===== config.mk =====
export PLATFORM = sky130hd
export DESIGN_NAME = octree_updater
export DESIGN_NICKNAME = d
export VERILOG_FILES = /design/src/octree_pkg.sv /design/src/node_addr_calc.sv /design/src/feature_buffer.sv /design/src/anchor_adder.sv /design/src/anchor_deleter.sv /design/src/octree_updater.sv
export VERILOG_INCLUDE_DIRS = /design/src /design/src/src
export SDC_FILE = /design/constraint.sdc
export NUM_CORES = 1
export LEC_CHECK = 0
export BUFFER_PORTS_ARGS = -buffer_cell sky130_fd_sc_hd__buf_2
export CAP_MARGIN = 20
export CORE_UTILIZATION = 30
export DETAILED_ROUTE_END_ITERATION = 12
export HOLD_SLACK_MARGIN = 0.05
export SYNTH_ARGS = -nofsm -noshare
export SYNTH_HDL_FRONTEND = slang
export SYNTH_SLANG_ARGS = --single-unit

===== constraint.sdc =====
create_clock -name clk -period 5.5 [get_ports clk]
set_input_delay 0.55 -clock clk [delete_from_list [all_inputs] [get_ports clk]]
set_output_delay 0.55 -clock clk [all_outputs]
set_load 0.005 [all_outputs]

===== src/octree_config.svh =====
`ifndef OCTREE_CONFIG_SVH
`define OCTREE_CONFIG_SVH

// tree shape
`define TREE_LEVELS   5
`define LOG_CHILDREN  3

// sram geometry
`define DATA_W        64
`define ADDR_W        13
// eight children with a child bit and a self bit each
`define LANE_W        16

// feature storage
`define FEATURE_BEATS 9
`define FEATURE_BASE  4096
`define HASH_W        11

// per-level hash multipliers
`define PRIME_0       1
`define PRIME_1       2654435
`define PRIME_2       807545
`define PRIME_3       3867465
`define PRIME_4       2099719

`endif


===== src/octree_pkg.sv =====
`include "octree_config.svh"

package octree_pkg;

  // level in the top bits, then offsets 0..4 from high to low
  typedef logic [`LOG_CHILDREN*(`TREE_LEVELS+1)-1:0] pos_t;

  typedef logic [2:0]                 level_t;
  typedef logic [`LOG_CHILDREN-1:0]   offset_t;
  typedef logic [`ADDR_W-1:0]         word_addr_t;
  typedef logic [`DATA_W-1:0]         data_t;
  // four sibling groups share one sram word
  typedef logic [1:0]                 lane_t;
  typedef logic [3:0]                 beat_idx_t;

  typedef enum logic {
    OP_ADD,
    OP_DEL
  } op_e;

  // used by both engines but the deleter skips W_FEATURE
  typedef enum logic [2:0] {
    W_IDLE,
    W_READ,
    W_WRITE,
    W_FEATURE,
    W_DONE
  } walk_e;

endpackage


===== src/node_addr_calc.sv =====
`timescale 1ns/10ps
`include "octree_config.svh"

module node_addr_calc import octree_pkg::*; (
  input  pos_t       pos,
  input  level_t     level,
  output word_addr_t word_addr,
  output lane_t      lane,
  output offset_t    offset
);

  // two extra bits for the lane below the word address
  localparam int GW = `ADDR_W + 2;

  logic [GW-1:0] group_idx;
  offset_t       offs [`TREE_LEVELS];

  always_comb begin
    for (int i = 0; i < `TREE_LEVELS; i++) begin
      offs[i] = pos[`LOG_CHILDREN*(`TREE_LEVELS-1-i) +: `LOG_CHILDREN];
    end
  end

  // g = 8*g + off + 1 per ancestor, which folds in the level base 0, 1, 9, 73, 585
  always_comb begin
    group_idx = '0;
    for (int i = 0; i < `TREE_LEVELS; i++) begin
      if (i < int'(level)) begin
        group_idx = (group_idx << `LOG_CHILDREN) + GW'(offs[i]) + GW'(1);
      end
    end
  end

  assign word_addr = group_idx[GW-1:2];
  assign lane      = group_idx[1:0];

  // levels past the tree depth carry no offset
  assign offset = (int'(level) < `TREE_LEVELS) ? offs[level] : '0;

endmodule


===== src/feature_buffer.sv =====
`timescale 1ns/10ps
`include "octree_config.svh"

module feature_buffer import octree_pkg::*; (
  input  logic      clk,
  input  logic      rst_n,
  input  logic      arm,
  input  logic      feat_valid,
  output logic      feat_ready,
  input  data_t     feat_data,
  input  beat_idx_t rd_idx,
  output data_t     rd_data,
  output logic      full,
  input  logic      clear
);

  data_t     beats [`FEATURE_BEATS];
  beat_idx_t wr_cnt;
  logic      take;

  assign take = feat_valid && feat_ready;

  always_ff @(posedge clk or negedge rst_n) begin
    if (!rst_n) begin
      feat_ready <= 1'b0;
      full       <= 1'b0;
      wr_cnt     <= '0;
    end else begin
      if (arm) begin
        feat_ready <= 1'b1;
        wr_cnt     <= '0;
      end else if (take) begin
        wr_cnt <= wr_cnt + 1'b1;
        // last beat closes the port
        if (wr_cnt == beat_idx_t'(`FEATURE_BEATS - 1)) begin
          feat_ready <= 1'b0;
          full       <= 1'b1;
        end
      end
      if (clear) begin
        full <= 1'b0;
      end
    end
  end

  always_ff @(posedge clk) begin
    if (take) begin
      beats[wr_cnt] <= feat_data;
    end
  end

  assign rd_data = (rd_idx < beat_idx_t'(`FEATURE_BEATS)) ? beats[rd_idx] : '0;

endmodule


===== src/anchor_adder.sv =====
`timescale 1ns/10ps
`include "octree_config.svh"

module anchor_adder import octree_pkg::*; (
  input  logic       clk,
  input  logic       rst_n,
  input  logic       start,
  input  pos_t       pos,
  output level_t     level,
  input  word_addr_t word_addr,
  input  lane_t      lane,
  input  offset_t    offset,
  output beat_idx_t  feat_idx,
  input  data_t      feat_data,
  input  logic       feat_full,
  output logic       feat_clear,
  output logic       finish,
  output logic       sram_cen,
  output logic       sram_wen,
  output word_addr_t sram_addr,
  output data_t      sram_d,
  input  data_t      sram_q
);

  localparam int unsigned PRIMES [`TREE_LEVELS] =
    '{`PRIME_0, `PRIME_1, `PRIME_2, `PRIME_3, `PRIME_4};

  walk_e              state;
  level_t             level_q;
  logic               first_q;
  beat_idx_t          beat_q;
  level_t             anchor_level;
  logic [`LANE_W-1:0] old_lane;
  logic [5:0]         bit_idx;
  data_t              new_word;
  logic               climb;
  logic [31:0]        hash_acc;
  logic [`HASH_W-1:0] hash;
  word_addr_t         feat_addr;

  assign level        = level_q;
  assign anchor_level = pos[`LOG_CHILDREN*`TREE_LEVELS +: 3];

  // self bit on the first visit, child bit on every ancestor
  assign bit_idx  = {lane, offset, first_q};
  assign old_lane = sram_q[lane*`LANE_W +: `LANE_W];
  assign new_word = sram_q | (data_t'(1) << bit_idx);
  // an empty group needs its parent marked too
  assign climb    = (old_lane == '0) && (level_q != '0);

  // xor of (offset+1)*prime over levels 0..L
  always_comb begin
    hash_acc = '0;
    for (int i = 0; i < `TREE_LEVELS; i++) begin
      if (i <= int'(anchor_level)) begin
        hash_acc = hash_acc ^
          ((32'(pos[`LOG_CHILDREN*(`TREE_LEVELS-1-i) +: `LOG_CHILDREN]) + 32'd1) * PRIMES[i]);
      end
    end
  end

  assign hash      = hash_acc[`HASH_W-1:0];
  assign feat_addr = word_addr_t'(`FEATURE_BASE) + word_addr_t'(hash) + word_addr_t'(beat_q);

  always_ff @(posedge clk or negedge rst_n) begin
    if (!rst_n) begin
      state   <= W_IDLE;
      level_q <= '0;
      first_q <= 1'b0;
      beat_q  <= '0;
    end else begin
      case (state)
        W_IDLE: begin
          if (start) begin
            level_q <= anchor_level;
            first_q <= 1'b1;
            state   <= W_READ;
          end
        end
        W_READ: begin
          state <= W_WRITE;
        end
        W_WRITE: begin
          if (climb) begin
            level_q <= level_q - 1'b1;
            first_q <= 1'b0;
            state   <= W_READ;
          end else begin
            beat_q <= '0;
            state  <= W_FEATURE;
          end
        end
        W_FEATURE: begin
          // stalls here until the buffer holds all beats
          if (feat_full) begin
            beat_q <= beat_q + 1'b1;
            if (beat_q == beat_idx_t'(`FEATURE_BEATS - 1)) begin
              state <= W_DONE;
            end
          end
        end
        W_DONE: begin
          state <= W_IDLE;
        end
        default: begin
          state <= W_IDLE;
        end
      endcase
    end
  end

  always_comb begin
    sram_cen  = 1'b1;
    sram_wen  = 1'b1;
    sram_addr = word_addr;
    sram_d    = new_word;
    case (state)
      W_READ: begin
        sram_cen = 1'b0;
      end
      W_WRITE: begin
        sram_cen = 1'b0;
        sram_wen = 1'b0;
      end
      W_FEATURE: begin
        sram_addr = feat_addr;
        sram_d    = feat_data;
        if (feat_full) begin
          sram_cen = 1'b0;
          sram_wen = 1'b0;
        end
      end
      default: begin
        sram_cen = 1'b1;
      end
    endcase
  end

  assign feat_idx   = beat_q;
  assign finish     = (state == W_DONE);
  assign feat_clear = finish;

endmodule


===== src/anchor_deleter.sv =====
`timescale 1ns/10ps
`include "octree_config.svh"

module anchor_deleter import octree_pkg::*; (
  input  logic       clk,
  input  logic       rst_n,
  input  logic       start,
  input  pos_t       pos,
  output level_t     level,
  input  word_addr_t word_addr,
  input  lane_t      lane,
  input  offset_t    offset,
  output logic       finish,
  output logic       sram_cen,
  output logic       sram_wen,
  output word_addr_t sram_addr,
  output data_t      sram_d,
  input  data_t      sram_q
);

  walk_e              state;
  level_t             level_q;
  logic               first_q;
  logic [5:0]         bit_idx;
  data_t              new_word;
  logic [`LANE_W-1:0] new_lane;
  logic               climb;

  assign level = level_q;

  // self bit first, then the child bit of each ancestor
  assign bit_idx  = {lane, offset, first_q};
  assign new_word = sram_q & ~(data_t'(1) << bit_idx);
  assign new_lane = new_word[lane*`LANE_W +: `LANE_W];
  // group left empty, so the parent loses this child
  assign climb    = (new_lane == '0) && (level_q != '0);

  always_ff @(posedge clk or negedge rst_n) begin
    if (!rst_n) begin
      state   <= W_IDLE;
      level_q <= '0;
      first_q <= 1'b0;
    end else begin
      case (state)
        W_IDLE: begin
          if (start) begin
            level_q <= pos[`LOG_CHILDREN*`TREE_LEVELS +: 3];
            first_q <= 1'b1;
            state   <= W_READ;
          end
        end
        W_READ: begin
          state <= W_WRITE;
        end
        W_WRITE: begin
          if (climb) begin
            level_q <= level_q - 1'b1;
            first_q <= 1'b0;
            state   <= W_READ;
          end else begin
            state <= W_DONE;
          end
        end
        default: begin
          state <= W_IDLE;
        end
      endcase
    end
  end

  // read address and write address are the same group
  assign sram_addr = word_addr;
  assign sram_d    = new_word;
  assign sram_cen  = !((state == W_READ) || (state == W_WRITE));
  assign sram_wen  = (state != W_WRITE);
  assign finish    = (state == W_DONE);

endmodule


===== src/octree_updater.sv =====
`timescale 1ns/10ps

module octree_updater import octree_pkg::*; (
  input  logic       clk,
  input  logic       rst_n,
  input  logic       cmd_valid,
  output logic       cmd_ready,
  input  op_e        cmd_op,
  input  pos_t       cmd_pos,
  input  logic       feat_valid,
  output logic       feat_ready,
  input  data_t      feat_data,
  output logic       done,
  output logic       sram_cen,
  output logic       sram_wen,
  output word_addr_t sram_addr,
  output data_t      sram_d,
  input  data_t      sram_q
);

  logic       busy_q;
  logic       start_q;
  op_e        op_q;
  pos_t       pos_q;
  logic       accept;

  level_t     add_level, del_level;
  word_addr_t add_waddr, del_waddr;
  lane_t      add_lane, del_lane;
  offset_t    add_offset, del_offset;
  logic       add_finish, del_finish;
  logic       add_cen, add_wen, del_cen, del_wen;
  word_addr_t add_addr, del_addr;
  data_t      add_d, del_d;

  beat_idx_t  feat_idx;
  data_t      feat_rd_data;
  logic       feat_full, feat_clear;

  assign cmd_ready = !busy_q;
  assign accept    = cmd_valid && cmd_ready;

  // idle / adding / deleting is busy_q plus op_q
  always_ff @(posedge clk or negedge rst_n) begin
    if (!rst_n) begin
      busy_q  <= 1'b0;
      start_q <= 1'b0;
      op_q    <= OP_ADD;
      done    <= 1'b0;
    end else begin
      start_q <= accept;
      done    <= add_finish || del_finish;
      if (accept) begin
        busy_q <= 1'b1;
        op_q   <= cmd_op;
      end else if (done) begin
        busy_q <= 1'b0;
      end
    end
  end

  always_ff @(posedge clk) begin
    if (accept) begin
      pos_q <= cmd_pos;
    end
  end

  // port is parked when no engine owns it
  always_comb begin
    sram_cen  = 1'b1;
    sram_wen  = 1'b1;
    sram_addr = '0;
    sram_d    = '0;
    if (busy_q && op_q == OP_ADD) begin
      sram_cen  = add_cen;
      sram_wen  = add_wen;
      sram_addr = add_addr;
      sram_d    = add_d;
    end else if (busy_q && op_q == OP_DEL) begin
      sram_cen  = del_cen;
      sram_wen  = del_wen;
      sram_addr = del_addr;
      sram_d    = del_d;
    end
  end

  node_addr_calc i_add_calc (
    .pos(pos_q), .level(add_level), .word_addr(add_waddr), .lane(add_lane), .offset(add_offset)
  );

  node_addr_calc i_del_calc (
    .pos(pos_q), .level(del_level), .word_addr(del_waddr), .lane(del_lane), .offset(del_offset)
  );

  // armed on add acceptance so beats can stream in during the walk
  feature_buffer i_feature_buffer (
    .clk(clk), .rst_n(rst_n), .arm(accept && cmd_op == OP_ADD),
    .feat_valid(feat_valid), .feat_ready(feat_ready), .feat_data(feat_data),
    .rd_idx(feat_idx), .rd_data(feat_rd_data), .full(feat_full), .clear(feat_clear)
  );

  anchor_adder i_adder (
    .clk(clk), .rst_n(rst_n), .start(start_q && op_q == OP_ADD), .pos(pos_q),
    .level(add_level), .word_addr(add_waddr), .lane(add_lane), .offset(add_offset),
    .feat_idx(feat_idx), .feat_data(feat_rd_data), .feat_full(feat_full),
    .feat_clear(feat_clear), .finish(add_finish),
    .sram_cen(add_cen), .sram_wen(add_wen), .sram_addr(add_addr), .sram_d(add_d),
    .sram_q(sram_q)
  );

  anchor_deleter i_deleter (
    .clk(clk), .rst_n(rst_n), .start(start_q && op_q == OP_DEL), .pos(pos_q),
    .level(del_level), .word_addr(del_waddr), .lane(del_lane), .offset(del_offset),
    .finish(del_finish),
    .sram_cen(del_cen), .sram_wen(del_wen), .sram_addr(del_addr), .sram_d(del_d),
    .sram_q(sram_q)
  );

endmodule


**After elaboration in Yosys (flattened, before gate mapping)**

Memories as Yosys holds them, arrays and structs flattened.
Cells that the tools add are included.

- Bits in writable memories: 576
- Input port bits: 151
- Output and inout port bits: 82
- Bits in registers: 46
- Memories: 1

- $add $sub $neg: 28
- Eq/ne operators: 18
- Multipliers: 4
- Bitwise gates (word level): 11
- Reductions and logical operators: 34
- Shift-type cells: 4
- Muxes and demuxes: 72
- Order comparisons: 19

Memories:

| memory | depth | width | read ports | clocked after Yosys merged registers in | write ports | line | text |
|---|---|---|---|---|---|---|---|
| i_feature_buffer.beats | 9 | 64 | 1 | 0 | 1 | feature_buffer.sv:17 | `` data_t beats [`FEATURE_BEATS]; `` |

Operators by type and width:

| kind | count |
|---|---|
| 2-to-1 mux 64 bit | 4 |
| 2-to-1 mux 15 bit | 10 |
| indexed part select 64 x 7 -> 16 bit | 2 |
| << shifter 1 x 6 -> 64 bit, first input constant | 2 |
| adder 15 x 1 -> 15 bit, second input constant | 8 |
| adder 15 x 3 -> 15 bit | 8 |
| bitwise AND 64 bit | 1 |
| NOT 64 bit | 1 |
| bitwise OR 64 bit | 1 |
| 2-to-1 mux 3 bit | 15 |
| multiplier 4 x 22 -> 11 bit, second input constant | 2 |
| 2-to-1 mux 11 bit | 4 |
| 2-to-1 mux 13 bit | 3 |
| XOR 11 bit | 3 |
| zero test 16 bit | 2 |
| multiplier 32 x 22 -> 11 bit, second input constant | 1 |
| adder 3 x 1 -> 4 bit, second input constant | 6 |
| multiplier 4 x 20 -> 11 bit, second input constant | 1 |
| 2-to-1 mux 1 bit | 20 |
| binary-select mux 3 bit (select 3 bit) | 2 |
| 2-to-1 mux 4 bit | 4 |
| nonzero test 2 bit | 8 |
| AND reduction 3 bit | 5 |
| adder 13 x 11 -> 13 bit, first input constant | 1 |
| 35 further kinds | 76 |

**Depth between registers and ports, before layout**

- Depth in word-level cells: 22
- Gate-level depth with buffers: 21

**By module**

From an unflattened synthesis, not the netlist that was laid out.

- Cells, all modules: 2716
- Area, all modules: 33998.9 um^2

By module, submodules not included:

| module | sequential area each (um^2) | area an instance (um^2) | times used | cells an instance |
|---|---|---|---|---|
| feature_buffer | 17446.7 | 22561.6 | 1 | 1186 |
| anchor_adder | 275.3 | 4642.0 | 1 | 676 |
| node_addr_calc | 0.0 | 1675.4 | 2 | 229 |
| octree_updater | 640.6 | 2006.9 | 1 | 205 |
| anchor_deleter | 175.2 | 1437.6 | 1 | 191 |

**Least setup slack after synthesis**

No wires, ideal clock.

- Kind: in2reg
- Start: input port feat_valid
- End: register i_feature_buffer.feat_ready
- Setup time: 0.356 ns
- Path buffers: 0
- Arrival: 5.420 ns
- Required time: 5.144 ns
- Stages on the path: 3
- Slack: -0.276 ns
- Path through: nand2_1 nor3_1 o21ai_0

- Longest elaborated chain between the ends: 3

Ends and longest elaborated chain:

| item | line | text |
|---|---|---|
| start, declared | octree_updater.sv:10 | `input logic feat_valid,` |
| logical AND 1 bit | feature_buffer.sv:21 | `assign take = feat_valid && feat_ready;` |
| nonzero test 2 bit (no line) | -- |  |
| AND reduction 2 bit (no line) | -- |  |
| end signal, assigned | feature_buffer.sv:25 | `feat_ready <= 1'b0;` |
| end signal, assigned | feature_buffer.sv:30 | `feat_ready <= 1'b1;` |
| end signal, assigned | feature_buffer.sv:36 | `feat_ready <= 1'b0;` |
| end, declared | feature_buffer.sv:9 | `output logic feat_ready,` |

No other way between the ends.
A chain may end at the register's enable or synchronous reset.

**Worst setup path after layout**

- Start: register pos_q[1]
- End: output port sram_addr[8]

- Longest elaborated chain between the ends: 8
- Elaborated cells between the ends (all ways): 15

Ends and longest elaborated chain:

| item | line | text |
|---|---|---|
| start, declared | octree_updater.sv:24 | `pos_t pos_q;` |
| start signal, assigned | octree_updater.sv:64 | `pos_q <= cmd_pos;` |
| adder 3 x 1 -> 4 bit | anchor_adder.sv:57 | `` ((32'(pos[`LOG_CHILDREN*(`TREE_LEVELS-1-i) +: `LOG_CHILDREN]) + 32'd1) * PRIMES[i]); `` |
| multiplier 32 x 22 -> 11 bit | anchor_adder.sv:57 |  |
| XOR 11 bit | anchor_adder.sv:56 | `hash_acc = hash_acc ^` |
| 2-to-1 mux 11 bit | anchor_adder.sv:55 | `if (i <= int'(anchor_level)) begin` |
| adder 13 x 11 -> 13 bit | anchor_adder.sv:63 | `` assign feat_addr = word_addr_t'(`FEATURE_BASE) + word_addr_t'(hash) + word_addr_t'(beat_q); `` |
| adder 13 x 4 -> 13 bit | anchor_adder.sv:63 |  |
| 2-to-1 mux 13 bit | anchor_adder.sv:117 | `case (state)` |
| 2-to-1 mux 13 bit * | octree_updater.sv:74 | `if (busy_q && op_q == OP_ADD) begin` |
| end, declared | octree_updater.sv:16 | `output word_addr_t sram_addr,` |

Mark *: on every way between the ends. The rest lies on a longest branch, timed or not.

==> results.yml <==
die:
  initial_utilization_pct: 30.44
  die_y_um: 327.2
  dieArea_mm2: 0.1071
  core_mm2: 0.1042
  die_x_um: 327.2
  row_count: 118
  io_pins: 233
hold_path:
  hold_path_depth: 1
  hold_class: "in2reg"
sta:
  slew_viol_final: 0
  slew_headroom_pct: 34.97
  rsz0062_at_grt: "yes"
  finalClockSkew_ns: 0.07187
  finalHoldViolCount: 0
  fin_setup_tns_ns: 0
  setup_violations: 0
  fin_crit_sh_pct: 99.61
  worst_pin_slew_ns: 0.9755
  max_clock_freq_mhz: 182.5
  layout_setup_ws_ns: 0.02138
  post-route-min-period_ns: 5.479
  whs_ns: 0.1145
critical_path:
  crit_type: "reg2out"
  start_kind: "flip-flop"
  endpoint_kind: "output pin"
  r2r_cells: 12
  cp-endpoint: "sram_addr[8]"
  rr_endpoint: "i_deleter.level[0]"
  crit_start: "pos_q[1]"
  timing.rr.start: "pos_q[13]"
  crit_slowest_cell: "fa_1"
  required_ns: 4.95
  critPathMaxStageDelay_ns: 0.52
  crit_chain: "ha_2 -> xor2_1 -> inv_1 -> fa_1 -> inv_2 -> ha_4 -> fa_1 -> nand2_2 -> xnor2_2 -> xnor2_1 -> xnor2_1 -> ha_1 -> buf_4 -> a21oi_4 -> nor3b_4 -> buf_4 -> a21oi_2 -> nor3_1 -> o32ai_1 -> buf_2"
  worst-r2r-setup-slack_ns: 0.68
  crit_fanout: 4
  arrival_ns: 4.93
detailed_routing:
  final_antenna_net_count: 0
  wire_per_inst_um: 26.39
  routed_wirelength_mm: 110.3
  wl_met1_mm: 46.42
  drt-initial-drc-count: 3013
  remaining_drc_errors: 0
  vias: 22960
  top_layer: "met5"
  vias_per_cell: 5.492
  firstDrtPassIters: 6
  route.met2.wl_mm: 47.95
  dr_wl_met3_mm: 13.67
pwr:
  p_leak_uw: 0.01287
  power_uw: 18660
  peakVddDrop_v: 0.0003750
  p_per_area_mw_per_mm2: 497.1
placement:
  hpwl_mm: 78.50
  gp_congestion: 0.9933
  place_area_mm2: 0.03480
  port_buffers: 232
  place_worst_setup_slack_ns: 0.1967
final_layout:
  area_growth_pct: 18.29
  finalNetCount: 2957
  final_area_mm2: 0.03753
  drive_gt1_share_pct: 25.32
clocking:
  cts_max_path_buffers: 3
  cts-buffers-inserted: 60
  clock_latency_ns: 0.68
  cts.reportedPaths.clkPinSlew_ns: 0.06
  htreeDepth: 2
  root_buffer: "clkbuf_16"
  numClockSinks: 622
  cts_tree: "built"
global_routing:
  grt_pass1_vias: 21440
  grt_pass1_wl_mm: 157.0
  grt_max_degree: 64
  track_usage_pct: 20.09
  antenna_found_initial: 68
  gr-total-overflow: 0
synth:
  synth-adder-area-share_pct: 3.352
  synthCells: 2454
  ys_ff_latch: 622
  synth-xor-area-share_pct: 3.308
  synth.avg_cell_area_um2: 12.93
  synthMuxAreaShare_pct: 10.38
  synth_ff_type: "edfxtp_1"
  netlist_area_mm2: 0.03173
  synth_compound_area_share_pct: 12.26
  synthArstFlopShare_pct: 4.502
  synthSimpleGateAreaFrac_pct: 9.598
  yosysUniqueCellTypes: 100
  ys_warn_count: 0
  synth_top_family_by_area: "compound AO/OA/AOI/OAI gates"
  synth-edff-count: 594
  ys_seq_area_share_pct: 58.43
run_status:
  status: "complete, no violations"
run:
  max_cap_viol_count: 0
==> metrics by stage <==
stage          instances  util [%]
2_1_floorplan       2455         -
3_3_place_gp        4014     33.39
3_5_place_dp        4014     33.39
4_1_cts             4144     35.66
5_1_grt             4160     35.96
6_report            4180     36.01
==> power by group <==
group | internal [µW] | total [µW] | leakage [µW] | switching, µW
sequential | 5620 | 5920 | 0.00569 | 299
combinational | 3180 | 8450 | 0.00619 | 5270
clock | 2440 | 4290 | 0.000990 | 1850
==> cell usage in the layout, fill, tap and decap left out, drive strengths merged, types with 13 or more instances in the layout <==
cell | netlist | routed
edfxtp | 594 | 594
buf | 47 | 360
a21oi | 251 | 251
nand2 | 221 | 221
nor2 | 182 | 182
mux4 | 131 | 131
o21ai | 99 | 99
xnor2 | 83 | 83
a211oi | 73 | 73
o22ai | 70 | 70
ha | 69 | 69
clkbuf | 104 | 68
inv | 55 | 59
nor3 | 39 | 39
nand3 | 38 | 38
xor2 | 36 | 36
dfrtp | 28 | 28
clkinv | 2 | 28
mux2i | 25 | 25
diode | 0 | 24
nor4 | 24 | 24
nand4 | 23 | 23
or3 | 19 | 19
nand2b | 17 | 17
o21a | 15 | 15
o31ai | 15 | 15
and2 | 15 | 15
a31oi | 13 | 13
nor3b | 13 | 13
==> Yosys cell counts (all sizes together) (9+ instances only) <==
library cell  number  area share, %
o21a              15           0.35
a31oi             13           0.26
clkbuf           104            1.2
nor2b              9           0.18
or3               19           0.39
edfxtp           594             56
o22ai             70            1.4
mux2i             25           0.81
fa                10           0.63
mux4             131            9.3
dfrtp             28            2.2
nand2            221            2.6
o211ai            12           0.30
inv               55           0.65
nor4              24           0.47
and2              15           0.30
ha                69            2.7
nand2b            17           0.36
nor3              39           0.70
buf               47           0.76
a21o              12           0.28
o31ai             15           0.37
nor2             182            2.2
nor3b             13           0.32
a211oi            73            1.8
nand4             23           0.45
nand3             38           0.63
a21oi            251            4.1
xor2              36            1.0
xnor2             83            2.3
o21ai             99            1.6
==> worst max-delay path, delay by kind of cell (launching register included) <==
family / cells / cell delay (ns)
xor gates and xnor gates: 4 / 0.62
buffers and inverters: 5 / 0.64
adders and majority gates: 5 / 1.76
DFF: 1 / 0.48
and+or+nand+nor: 3 / 0.20
AOI/OAI and AO/OA: 3 / 0.62
==> repair_timing <==
item                                    4_1_cts  5_1_grt
gates resized for setup                      30       37
buffers inserted                             18       14
endpoints found under the setup margin        6       12
pin swaps                                    18       35
hold endpoints to repair                     28        0
hold buffers                                  1        0
==> sequential cells by signal (all words and copies together) (netlist names) <==
signal,flops
i_feature_buffer.beats,576
pos_q,18
i_adder.feat_idx,4
i_feature_buffer.wr_cnt,4
i_adder.level,3
i_adder.state,3
i_deleter.level,3
i_deleter.state,3
busy_q,1
done,1
i_adder.first_q,1
i_deleter.first_q,1
i_feature_buffer.feat_ready,1
i_feature_buffer.full,1
op_q,1
start_q,1
==> cell families after synthesis <==
| family | count (synthesis) |
|---|---|
| and+or+nand+nor | 640 |
| AOI/OAI and AO/OA | 622 |
| DFF | 622 |
| buffers and inverters | 208 |
| xor gates and xnor gates | 119 |
| muxes | 163 |
| adders and majority gates | 79 |
| other | 1 |
==> cell type report <==
class	instances	area, µm²
Tap cell	1380	1727
Inverter	57	216.5
Clock buffer	68	1531
Clock inverter	43	514.2
Multi-Input combinational cell	1625	12750
Fill cell	10240	66700
Timing Repair Buffer	361	2173
Antenna cell	24	60.06
Sequential cell	622	18560
==> metal layers <==
metal	vias up	track usage (%)
met3	199	7.303
met4	60	2.905
met1	11500	28.48
li1	10090	-
met5	-	0
met2	1103	29.88
==> how the worst min path moves through the flow <==
stage / startpoint / endpoint / slack (ns)
2_1_floorplan: rst_n / busy_q / 0.25
3_5_place_dp: done / busy_q / 0.47
6_report: cmd_pos[14] / pos_q[14] / 0.11
5_1_grt: cmd_pos[7] / pos_q[7] / 0.09
3_3_place_gp: done / busy_q / 0.44
4_1_cts: cmd_pos[14] / pos_q[14] / 0.09
No activity file was read; power rests on OpenSTA's default activity.
